--- config.mk ---
export PLATFORM = sky130hd
export DESIGN_NAME = jtagDebugTop
export DESIGN_NICKNAME = d
export VERILOG_FILES = /design/src/hw/jtagPkg.sv /design/src/hw/tckSampler.sv /design/src/hw/tapController.sv /design/src/hw/instructionRegister.sv /design/src/hw/scanDataPath.sv /design/src/hw/debugControlReg.sv /design/src/hw/jtagDebugTop.sv
export VERILOG_INCLUDE_DIRS = /design/src /design/src/hw
export SDC_FILE = /design/constraint.sdc
export NUM_CORES = 1
export LEC_CHECK = 0
export ABC_AREA = 1
export BUFFER_PORTS_ARGS = -buffer_cell sky130_fd_sc_hd__buf_4
export CORE_ASPECT_RATIO = 0.8
export CORE_MARGIN = 1.5
export CORE_UTILIZATION = 51
export DETAILED_ROUTE_END_ITERATION = 10
export PLACE_DENSITY = 0.85
export RECOVER_POWER = 100
export SLEW_MARGIN = 20
export SYNTH_ARGS = -nofsm -noshare
export SYNTH_HDL_FRONTEND = slang
export SYNTH_SLANG_ARGS = --single-unit
--- constraint.sdc ---
create_clock -name CB -period 2.3 [get_ports CB]
set_clock_uncertainty 0.05 [all_clocks]
set_input_delay 0.46 -clock CB [delete_from_list [all_inputs] [get_ports CB]]
set_output_delay 0.46 -clock CB [all_outputs]
set_load 0.01 [all_outputs]
--- src/hw/jtagSettings.svh ---
// JTAG debug port settings
`ifndef JTAG_SETTINGS_SVH
`define JTAG_SETTINGS_SVH

// Register widths
`define IR_WIDTH 4
`define DR_WIDTH 32

// Instruction codes with bypass for any other value
`define IR_BYPASS 4'b1111
`define IR_STATUS 4'b0010
`define IR_JDCR 4'b0100
`define IR_DBDR 4'b1000

// Loaded into the IR shift stage in Capture-IR
`define IR_CAPTURE 4'b0001

// Pin synchronizer depth
`define SYNC_STAGES 2

`endif

--- src/hw/jtagPkg.sv ---
// JTAG debug port types
`default_nettype none

`include "jtagSettings.svh"

package jtagPkg;

  typedef logic [`IR_WIDTH-1:0] irCode_t;
  typedef logic [`DR_WIDTH-1:0] dataWord_t;

  // Sixteen TAP controller states
  typedef enum logic [3:0] {
    stTestLogicReset, stRunTestIdle,
    stSelectDrScan, stCaptureDr, stShiftDr, stExit1Dr, stPauseDr, stExit2Dr, stUpdateDr,
    stSelectIrScan, stCaptureIr, stShiftIr, stExit1Ir, stPauseIr, stExit2Ir, stUpdateIr
  } tapState_e;

  // Decoded TAP strobes with the shift flags and TLR as levels
  typedef struct packed {
    logic testLogicReset;
    logic captureIr;
    logic shiftIr;
    logic updateIr;
    logic captureDr;
    logic shiftDr;
    logic updateDr;
  } tapCtrl_t;

  // Synchronized pins and TCK edge strobes
  typedef struct packed {
    logic tckRise;
    logic tckFall;
    logic tms;
    logic tdi;
    logic trstN;
  } tckEvent_t;

  // One-hot data register select
  typedef struct packed {
    logic bypass;
    logic status;
    logic jdcr;
    logic dbdr;
  } drSelect_t;

  // Debug control register layout with bit 0 at the bottom
  typedef struct packed {
    logic       reserved;
    logic       dbgWaitEn;
    logic       freezeTimers;
    logic       uncondEvent;
    logic [1:0] resetCode;
    logic       stopReq;
  } jdcr_t;

  typedef struct packed {
    logic stopReq;
    logic uncondEvent;
    logic freezeTimers;
    logic dbgWaitEn;
  } debugCtrl_t;

  typedef struct packed {
    logic core;
    logic chip;
    logic system;
  } resetReq_t;

endpackage

`default_nettype wire

--- src/hw/tckSampler.sv ---
// JTAG pin synchronizer
`timescale 1ns/10ps
`default_nettype none

`include "jtagSettings.svh"

module tckSampler
  import jtagPkg::*;
(
  input  wire       CB,
  input  wire       rstN_i,
  input  wire       tck_i,
  input  wire       tms_i,
  input  wire       tdi_i,
  input  wire       trstN_i,
  output tckEvent_t tckEvent_o
);

  typedef struct packed {
    logic tck;
    logic tms;
    logic tdi;
    logic trstN;
  } pinSample_t;

  // TCK low, TMS and TDI pulled up, TRST inactive
  localparam pinSample_t pinIdle = 4'b0111;

  pinSample_t                    pinIn;
  pinSample_t                    pinSync;
  pinSample_t [`SYNC_STAGES-1:0] syncQ;
  logic                          tckPrevQ;

  assign pinIn = {tck_i, tms_i, tdi_i, trstN_i};

  // ******************************
  // Synchronizer chain and TCK edge flop
  always_ff @(posedge CB)
  begin
    if (!rstN_i)
    begin
      syncQ    <= {`SYNC_STAGES{pinIdle}};
      tckPrevQ <= 1'b0;
    end
    else
    begin
      syncQ    <= {syncQ[`SYNC_STAGES-2:0], pinIn};
      tckPrevQ <= pinSync.tck;
    end
  end

  assign pinSync = syncQ[`SYNC_STAGES-1];

  assign tckEvent_o = '{
    tckRise: pinSync.tck & ~tckPrevQ,
    tckFall: ~pinSync.tck & tckPrevQ,
    tms:     pinSync.tms,
    tdi:     pinSync.tdi,
    trstN:   pinSync.trstN
  };

endmodule

`default_nettype wire

--- src/hw/tapController.sv ---
// TAP controller state machine
`timescale 1ns/10ps
`default_nettype none

module tapController
  import jtagPkg::*;
(
  input  wire       CB,
  input  wire       rstN_i,
  input  wire       tckEvent_t tckEvent_i,
  output tapCtrl_t  tapCtrl_o
);

  tapState_e stateQ;
  tapState_e stateNext;
  logic      tms;
  // One CB cycle after each state move
  logic      stepQ;

  assign tms = tckEvent_i.tms;

  // ******************************
  // Standard TMS transition table
  always_comb
  begin
    case (stateQ)
      stTestLogicReset: stateNext = tms ? stTestLogicReset : stRunTestIdle;
      stRunTestIdle:    stateNext = tms ? stSelectDrScan : stRunTestIdle;
      stSelectDrScan:   stateNext = tms ? stSelectIrScan : stCaptureDr;
      stCaptureDr:      stateNext = tms ? stExit1Dr : stShiftDr;
      stShiftDr:        stateNext = tms ? stExit1Dr : stShiftDr;
      stExit1Dr:        stateNext = tms ? stUpdateDr : stPauseDr;
      stPauseDr:        stateNext = tms ? stExit2Dr : stPauseDr;
      stExit2Dr:        stateNext = tms ? stUpdateDr : stShiftDr;
      stUpdateDr:       stateNext = tms ? stSelectDrScan : stRunTestIdle;
      stSelectIrScan:   stateNext = tms ? stTestLogicReset : stCaptureIr;
      stCaptureIr:      stateNext = tms ? stExit1Ir : stShiftIr;
      stShiftIr:        stateNext = tms ? stExit1Ir : stShiftIr;
      stExit1Ir:        stateNext = tms ? stUpdateIr : stPauseIr;
      stPauseIr:        stateNext = tms ? stExit2Ir : stPauseIr;
      stExit2Ir:        stateNext = tms ? stUpdateIr : stShiftIr;
      stUpdateIr:       stateNext = tms ? stSelectDrScan : stRunTestIdle;
      default:          stateNext = stTestLogicReset;
    endcase
  end

  // TRST overrides any TCK activity
  always_ff @(posedge CB)
  begin
    if (!rstN_i || !tckEvent_i.trstN)
    begin
      stateQ <= stTestLogicReset;
      stepQ  <= 1'b0;
    end
    else
    begin
      if (tckEvent_i.tckRise)
      begin
        stateQ <= stateNext;
      end
      stepQ <= tckEvent_i.tckRise;
    end
  end

  // ******************************
  // Strobe decode
  // Capture fires on the rise that leaves Capture and update one cycle after entry
  assign tapCtrl_o = '{
    testLogicReset: stateQ == stTestLogicReset,
    captureIr:      tckEvent_i.tckRise && stateQ == stCaptureIr,
    shiftIr:        stateQ == stShiftIr,
    updateIr:       stepQ && stateQ == stUpdateIr,
    captureDr:      tckEvent_i.tckRise && stateQ == stCaptureDr,
    shiftDr:        stateQ == stShiftDr,
    updateDr:       stepQ && stateQ == stUpdateDr
  };

  stateKnown: assert property (@(posedge CB) disable iff (!rstN_i) !$isunknown(stateQ));

endmodule

`default_nettype wire

--- src/hw/instructionRegister.sv ---
// JTAG instruction register
`timescale 1ns/10ps
`default_nettype none

`include "jtagSettings.svh"

module instructionRegister
  import jtagPkg::*;
(
  input  wire       CB,
  input  wire       rstN_i,
  input  wire       tckEvent_t tckEvent_i,
  input  wire       tapCtrl_t tapCtrl_i,
  output drSelect_t drSel_o,
  output logic      irTdo_o
);

  irCode_t irShiftQ;
  irCode_t irUpdateQ;

  // Shift stage with the LSB out first
  always_ff @(posedge CB)
  begin
    if (!rstN_i)
    begin
      irShiftQ <= `IR_CAPTURE;
    end
    else if (tapCtrl_i.captureIr)
    begin
      irShiftQ <= `IR_CAPTURE;
    end
    else if (tckEvent_i.tckRise && tapCtrl_i.shiftIr)
    begin
      irShiftQ <= {tckEvent_i.tdi, irShiftQ[`IR_WIDTH-1:1]};
    end
  end

  // Update stage falls back to BYPASS in TLR
  always_ff @(posedge CB)
  begin
    if (!rstN_i || tapCtrl_i.testLogicReset)
    begin
      irUpdateQ <= `IR_BYPASS;
    end
    else if (tapCtrl_i.updateIr)
    begin
      irUpdateQ <= irShiftQ;
    end
  end

  // ******************************
  // Data register select
  always_comb
  begin
    drSel_o = '0;
    case (irUpdateQ)
      `IR_STATUS: drSel_o.status = 1'b1;
      `IR_JDCR:   drSel_o.jdcr   = 1'b1;
      `IR_DBDR:   drSel_o.dbdr   = 1'b1;
      default:    drSel_o.bypass = 1'b1;
    endcase
  end

  assign irTdo_o = irShiftQ[0];

  drSelOneHot: assert property (@(posedge CB) disable iff (!rstN_i) $onehot(drSel_o));

endmodule

`default_nettype wire

--- src/hw/scanDataPath.sv ---
// Bypass bit, shared data shift register and TDO
`timescale 1ns/10ps
`default_nettype none

`include "jtagSettings.svh"

module scanDataPath
  import jtagPkg::*;
(
  input  wire        CB,
  input  wire        rstN_i,
  input  wire        tckEvent_t tckEvent_i,
  input  wire        tapCtrl_t tapCtrl_i,
  input  wire        drSelect_t drSel_i,
  input  wire        irTdo_i,
  input  wire        dataWord_t coreStatus_i,
  input  wire        jdcr_t jdcrRead_i,
  input  wire        dataWord_t dbdrRead_i,
  output dataWord_t  shiftWord_o,
  output logic       tdo_o,
  output logic       tdoEnable_o
);

  logic      bypassQ;
  dataWord_t shiftQ;
  dataWord_t captureWord;
  logic      drTdo;
  logic      shiftStep;

  assign shiftStep = tckEvent_i.tckRise & tapCtrl_i.shiftDr;

  // Capture source with zero for bypass
  always_comb
  begin
    captureWord = '0;
    if (drSel_i.status)
    begin
      captureWord = coreStatus_i;
    end
    else if (drSel_i.jdcr)
    begin
      captureWord = {{(`DR_WIDTH - $bits(jdcr_t)){1'b0}}, jdcrRead_i};
    end
    else if (drSel_i.dbdr)
    begin
      captureWord = dbdrRead_i;
    end
  end

  // ******************************
  // Bypass bit and shift register
  always_ff @(posedge CB)
  begin
    if (!rstN_i)
    begin
      bypassQ <= 1'b0;
      shiftQ  <= '0;
    end
    else if (tapCtrl_i.captureDr)
    begin
      bypassQ <= 1'b0;
      shiftQ  <= captureWord;
    end
    else if (shiftStep && drSel_i.bypass)
    begin
      bypassQ <= tckEvent_i.tdi;
    end
    else if (shiftStep)
    begin
      // TDI enters at the MSB
      shiftQ <= {tckEvent_i.tdi, shiftQ[`DR_WIDTH-1:1]};
    end
  end

  assign drTdo = drSel_i.bypass ? bypassQ : shiftQ[0];

  // ******************************
  // TDO changes on the falling TCK edge only
  always_ff @(posedge CB)
  begin
    if (!rstN_i || tapCtrl_i.testLogicReset)
    begin
      tdo_o       <= 1'b0;
      tdoEnable_o <= 1'b0;
    end
    else if (tckEvent_i.tckFall)
    begin
      tdoEnable_o <= tapCtrl_i.shiftIr | tapCtrl_i.shiftDr;
      if (tapCtrl_i.shiftIr)
      begin
        tdo_o <= irTdo_i;
      end
      else
      begin
        tdo_o <= tapCtrl_i.shiftDr & drTdo;
      end
    end
  end

  assign shiftWord_o = shiftQ;

endmodule

`default_nettype wire

--- src/hw/debugControlReg.sv ---
// Debug control and data buffer registers
`timescale 1ns/10ps
`default_nettype none

module debugControlReg
  import jtagPkg::*;
(
  input  wire        CB,
  input  wire        rstN_i,
  input  wire        tapCtrl_t tapCtrl_i,
  input  wire        drSelect_t drSel_i,
  input  wire        dataWord_t shiftWord_i,
  input  wire        dataWord_t dbdrIn_i,
  output jdcr_t      jdcrRead_o,
  output dataWord_t  dbdrRead_o,
  output debugCtrl_t debugCtrl_o,
  output resetReq_t  resetReq_o,
  output dataWord_t  dbdr_o,
  output logic       dbdrPulse_o
);

  jdcr_t     jdcrQ;
  jdcr_t     jdcrNext;
  dataWord_t dbdrQ;
  dataWord_t dbdrInQ;
  logic      pulseQ;
  logic      jdcrWrite;
  logic      dbdrWrite;

  assign jdcrWrite = tapCtrl_i.updateDr & drSel_i.jdcr;
  assign dbdrWrite = tapCtrl_i.updateDr & drSel_i.dbdr;

  // Low bits of the scanned word with the reserved bit forced to zero
  always_comb
  begin
    jdcrNext          = jdcr_t'(shiftWord_i[$bits(jdcr_t)-1:0]);
    jdcrNext.reserved = 1'b0;
  end

  // ******************************
  // JDCR cleared in TLR
  always_ff @(posedge CB)
  begin
    if (!rstN_i || tapCtrl_i.testLogicReset)
    begin
      jdcrQ <= '0;
    end
    else if (jdcrWrite)
    begin
      jdcrQ <= jdcrNext;
    end
  end

  // DBDR survives TLR; core word sampled every cycle
  always_ff @(posedge CB)
  begin
    if (!rstN_i)
    begin
      dbdrQ   <= '0;
      dbdrInQ <= '0;
      pulseQ  <= 1'b0;
    end
    else
    begin
      if (dbdrWrite)
      begin
        dbdrQ <= shiftWord_i;
      end
      dbdrInQ <= dbdrIn_i;
      pulseQ  <= dbdrWrite;
    end
  end

  // ******************************
  // Core side outputs
  assign debugCtrl_o = '{
    stopReq:      jdcrQ.stopReq,
    uncondEvent:  jdcrQ.uncondEvent,
    freezeTimers: jdcrQ.freezeTimers,
    dbgWaitEn:    jdcrQ.dbgWaitEn
  };

  // 01 core, 10 chip, 11 system
  assign resetReq_o = '{
    core:   jdcrQ.resetCode == 2'b01,
    chip:   jdcrQ.resetCode == 2'b10,
    system: jdcrQ.resetCode == 2'b11
  };

  assign jdcrRead_o  = jdcrQ;
  assign dbdrRead_o  = dbdrInQ;
  assign dbdr_o      = dbdrQ;
  assign dbdrPulse_o = pulseQ;

  resetReqExclusive: assert property (@(posedge CB) disable iff (!rstN_i)
    $onehot0(resetReq_o));

endmodule

`default_nettype wire

--- src/hw/jtagDebugTop.sv ---
// JTAG debug port top level
`timescale 1ns/10ps
`default_nettype none

module jtagDebugTop
  import jtagPkg::*;
(
  input  wire        CB,
  input  wire        rstN_i,
  input  wire        tck_i,
  input  wire        tms_i,
  input  wire        tdi_i,
  input  wire        trstN_i,
  input  wire        dataWord_t coreStatus_i,
  input  wire        dataWord_t dbdrIn_i,
  output logic       tdo_o,
  output logic       tdoEnable_o,
  output debugCtrl_t debugCtrl_o,
  output resetReq_t  resetReq_o,
  output dataWord_t  dbdr_o,
  output logic       dbdrPulse_o
);

  tckEvent_t tckEvent;
  tapCtrl_t  tapCtrl;
  drSelect_t drSel;
  logic      irTdo;
  dataWord_t shiftWord;
  jdcr_t     jdcrRead;
  dataWord_t dbdrRead;

  // ******************************
  // TAP front end
  tckSampler tckSampler_i (
    .CB         (CB),
    .rstN_i     (rstN_i),
    .tck_i      (tck_i),
    .tms_i      (tms_i),
    .tdi_i      (tdi_i),
    .trstN_i    (trstN_i),
    .tckEvent_o (tckEvent)
  );

  tapController tapController_i (
    .CB         (CB),
    .rstN_i     (rstN_i),
    .tckEvent_i (tckEvent),
    .tapCtrl_o  (tapCtrl)
  );

  instructionRegister instructionRegister_i (
    .CB         (CB),
    .rstN_i     (rstN_i),
    .tckEvent_i (tckEvent),
    .tapCtrl_i  (tapCtrl),
    .drSel_o    (drSel),
    .irTdo_o    (irTdo)
  );

  // ******************************
  // Data registers
  scanDataPath scanDataPath_i (
    .CB           (CB),
    .rstN_i       (rstN_i),
    .tckEvent_i   (tckEvent),
    .tapCtrl_i    (tapCtrl),
    .drSel_i      (drSel),
    .irTdo_i      (irTdo),
    .coreStatus_i (coreStatus_i),
    .jdcrRead_i   (jdcrRead),
    .dbdrRead_i   (dbdrRead),
    .shiftWord_o  (shiftWord),
    .tdo_o        (tdo_o),
    .tdoEnable_o  (tdoEnable_o)
  );

  debugControlReg debugControlReg_i (
    .CB          (CB),
    .rstN_i      (rstN_i),
    .tapCtrl_i   (tapCtrl),
    .drSel_i     (drSel),
    .shiftWord_i (shiftWord),
    .dbdrIn_i    (dbdrIn_i),
    .jdcrRead_o  (jdcrRead),
    .dbdrRead_o  (dbdrRead),
    .debugCtrl_o (debugCtrl_o),
    .resetReq_o  (resetReq_o),
    .dbdr_o      (dbdr_o),
    .dbdrPulse_o (dbdrPulse_o)
  );

endmodule

`default_nettype wire

==> impl_metrics.csv <==
group,metric,value,unit
hold_path,hp-class,"input port to flip-flop",
setup_path,path_class,"flip-flop to flip-flop",
pwr,power_frac_comb,0.033,
floorplan,die_w,119,um
pwr,power.share.clock,0.523,
layout,syn_to_final_growth,21.9,%
hold_path,hold_path_depth,3,
layout,n_antenna_cell,0,
grt,antenna_found_initial,0,
cts,cts_max_path_buffers,2,
cts,cts_tree,"built",
placement,place_area,0.00630,sq mm
logic_synthesis,synth_warnings,0,
hold_path,min-delay-start,"tck_i",
cts,cts_made_buffers,17,
grt,met2_usage,0.386,
pwr,ir_drop,468,uV
sta,finalSetupViolCount,0,
sta,finalCritPeriodShare,0.896,
grt,grt_pass1_vias,4480,
placement,port_buffers,111,
routing,wl_per_cell,13.4,um
placement,dp_hpwl,9.04,mm
floorplan,core,0.0104,sq mm
cts,clock-sinks,128,
sta,layout_min_cycle_time,2060,ps
sta,rsz0062_at_grt,"no",
pwr,pwr-share-seq,0.445,
layout,final_area,0.00672,sq mm
setup_path,endpoint_kind,"flip-flop",
grt,grt_pass1_wl,22.0,mm
sta,hold_violations,0,
sta,tightest_slew,1330,ps
cts,cts-resized-gates,0,
setup_path,start_kind,"flip-flop",
sta,setup_slack,239,ps
cts,post_cts_buffers,0,
grt,grt.total_usage,0.246,
grt,use_met3,0.0652,
cts,postCtsHoldBufs,0,
routing,drc_errors,0,
routing,num_vias,5124,
setup_path,required,2540,ps
floorplan,dieArea,0.0114,sq mm
logic_synthesis,post_synth.cell_area_avg,7.20,sq um
logic_synthesis,synth_area_leaders,"dfxtp_1 46%, nand2_1 9.1%, nor2_1 7.1%",
status,outcome,"finished, final reports clean",
sta,clock.fmax,0.485,GHz
logic_synthesis,synth.distinct_cells,29,
logic_synthesis,synth.top_cell.area_share,0.465,
grt,grt_use_met1,0.326,
cts,htree_levels,4,
grt,grt_overflow_total,0,
cts,clkTransAtPathRegs,60,ps
setup_path,r2r-end,"debugControlReg_i.dbdr_o[20]$_SDFFE_PN0P_",
pwr,p_sw_frac,0.204,
pwr,p_leak,3.26,nW
cts,cts_root_buffer,"clkbuf_16",
run,cap_violations,0,
setup_path,worst_r2r_startpoint,"tapController_i.stateQ[3]$_SDFFE_PP0P_",
layout,final_nets,928,
logic_synthesis,synth_top_area_cell,"dfxtp_1",
setup_path,reg2reg_depth,9,
setup_path,r2r_slack,240,ps
floorplan,die_y,96,um
placement,dp_slack,369,ps
grt,grt_max_degree,57,
routing,first_pass_iters,5,
setup_path,cp_max_fo,26,
logic_synthesis,synth_nets,836,
layout,final_cells,1010,
cts,clock_latency,420,ps
grt,top_usage_layer,"met2",
sta,fin_setup_tns,0,ps
placement,gp_congestion,1.03,
logic_synthesis,syn_inst,766,
routing,first_iter_violations,498,
logic_synthesis,synth_area,0.00551,sq mm
setup_path,arrival,2300,ps
floorplan,rows,33,
routing,finalWirelength,13.5,mm
layout,drive_above_1_share,0.157,
sta,drv_slew,0,
routing,viasPerCell,5.07,
pwr,switchingPower,1.04,mW
sta,slew-limit-headroom,0.112,
layout,most-common-layout-cells,"134 x nand2_1, 128 x dfxtp_1, 104 x nor2_1, 91 x inv_1, 91 x o21ai_0",
pwr,p_int,4.06,mW
pwr,p_per_area,760,mW/mm^2
logic_synthesis,ys_seq_elements,128,
logic_synthesis,yosysSeqAreaShare,0.465,
routing,ant_nets,0,
placement,placedCellCount,979,
hold_path,min_to,"tckSampler_i.syncQ[3]$_SDFF_PN0_",
floorplan,ioPinCount,112,
layout,layout_commonest_cell,"nand2_1",
floorplan,initial_utilization,0.532,
-- Yosys cell counts --
cell	count
clkbuf_1	11
nor3_1	2
nand2_1	133
buf_1	1
o21ai_1	37
a21oi_1	24
nand2_2	5
nand4_1	6
buf_2	15
nor2_1	105
buf_6	6
clkbuf_4	1
inv_1	91
buf_8	1
nor2_2	6
dfxtp_1	128
nor2_4	4
a211oi_1	2
o211ai_1	4
nand3_1	71
o21ai_0	77
or2_2	6
nand3_2	1
inv_2	7
nand2_4	3
buf_4	10
nor2_8	1
nand3b_1	1
a31oi_1	7
-- metrics by stage --
step                      hold slack [ps]  utilization  power (mW)
after floorplan                       340            -        2.37
after global placement                346        0.608        2.48
after CTS                             160        0.665        5.13
after global routing                  166        0.648        5.24
after detailed placement              348        0.608        2.48
final                                 170        0.648        5.10
-- critical path, stage by stage (launching register included) --
cell and delay [ps]:
dfxtp_1 480, inv_2 100, nor2_4 160, nand2_1 120, inv_2 90, nand2_4 60
nor2_4 300, inv_2 290, nor2_1 200, nor2_1 90
-- state kept, by name (all words and copies together) (netlist names), 4 cells and up --
| name | flops |
|---|---|
| tckSampler_i.syncQ | 4 |
| scanDataPath_i.shiftWord_o | 32 |
| debugControlReg_i.dbdr_o | 32 |
| instructionRegister_i.irUpdateQ | 4 |
| tapController_i.stateQ | 4 |
| instructionRegister_i.irShiftQ | 4 |
| debugControlReg_i.debugCtrl_o | 4 |
| debugControlReg_i.dbdrRead_o | 32 |
-- power by group through the flow --
stage | Clock [mW] | Sequential [mW] | Combinational (mW)
6_report | 2.67 | 2.27 | 0.167
5_1_grt | 2.79 | 2.27 | 0.183
4_1_cts | 2.69 | 2.27 | 0.167
3_5_place_dp | 0 | 2.32 | 0.167
3_3_place_gp | 0 | 2.32 | 0.165
2_1_floorplan | 0 | 2.31 | 0.0579
-- worst max path at each step --
| stage | start | end | slack (ps) | cells past startpoint |
|---|---|---|---|---|
| after global routing | tapController_i.stateQ[3]$_SDFFE_PP0P_ | debugControlReg_i.dbdr_o[8]$_SDFFE_PN0P_ | 80 | 9 |
| after detailed placement | tapController_i.stateQ[1]$_SDFFE_PP0P_ | scanDataPath_i.shiftWord_o[17]$_SDFFE_PN0P_ | 370 | 10 |
| final | tapController_i.stateQ[3]$_SDFFE_PP0P_ | debugControlReg_i.dbdr_o[20]$_SDFFE_PN0P_ | 240 | 9 |
| after floorplan | instructionRegister_i.irUpdateQ[2]$_SDFFE_PP1P_ | scanDataPath_i.shiftWord_o[26]$_SDFFE_PN0P_ | 810 | 10 |
| after CTS | tapController_i.stateQ[1]$_SDFFE_PP0P_ | scanDataPath_i.shiftWord_o[17]$_SDFFE_PN0P_ | 340 | 10 |
| after global placement | tapController_i.stateQ[1]$_SDFFE_PP0P_ | scanDataPath_i.shiftWord_o[12]$_SDFFE_PN0P_ | 440 | 10 |
-- routing by layer --
layer / vias up / routed length [um]
met5: - / 0
met4: 0 / 271
met3: 31 / 1030
met2: 207 / 5910
met1: 2264 / 6320
li1: 2622 / -
-- final cells by class --
class                      count  area, sq um
inverter                      98          368
multi-input combinational    495         2290
fill                         886         3640
sequential                   128         2560
clock buffer                  20          447
clock inverter                11          140
timing repair buffer         118          737
tap                          140          175
-- cells by family after synthesis --
kind of cell,share of synthesized area
compound gates,0.141
buf+inv,0.118
flops,0.465
simple gates,0.275
Power figures use the tool's default switching activity.
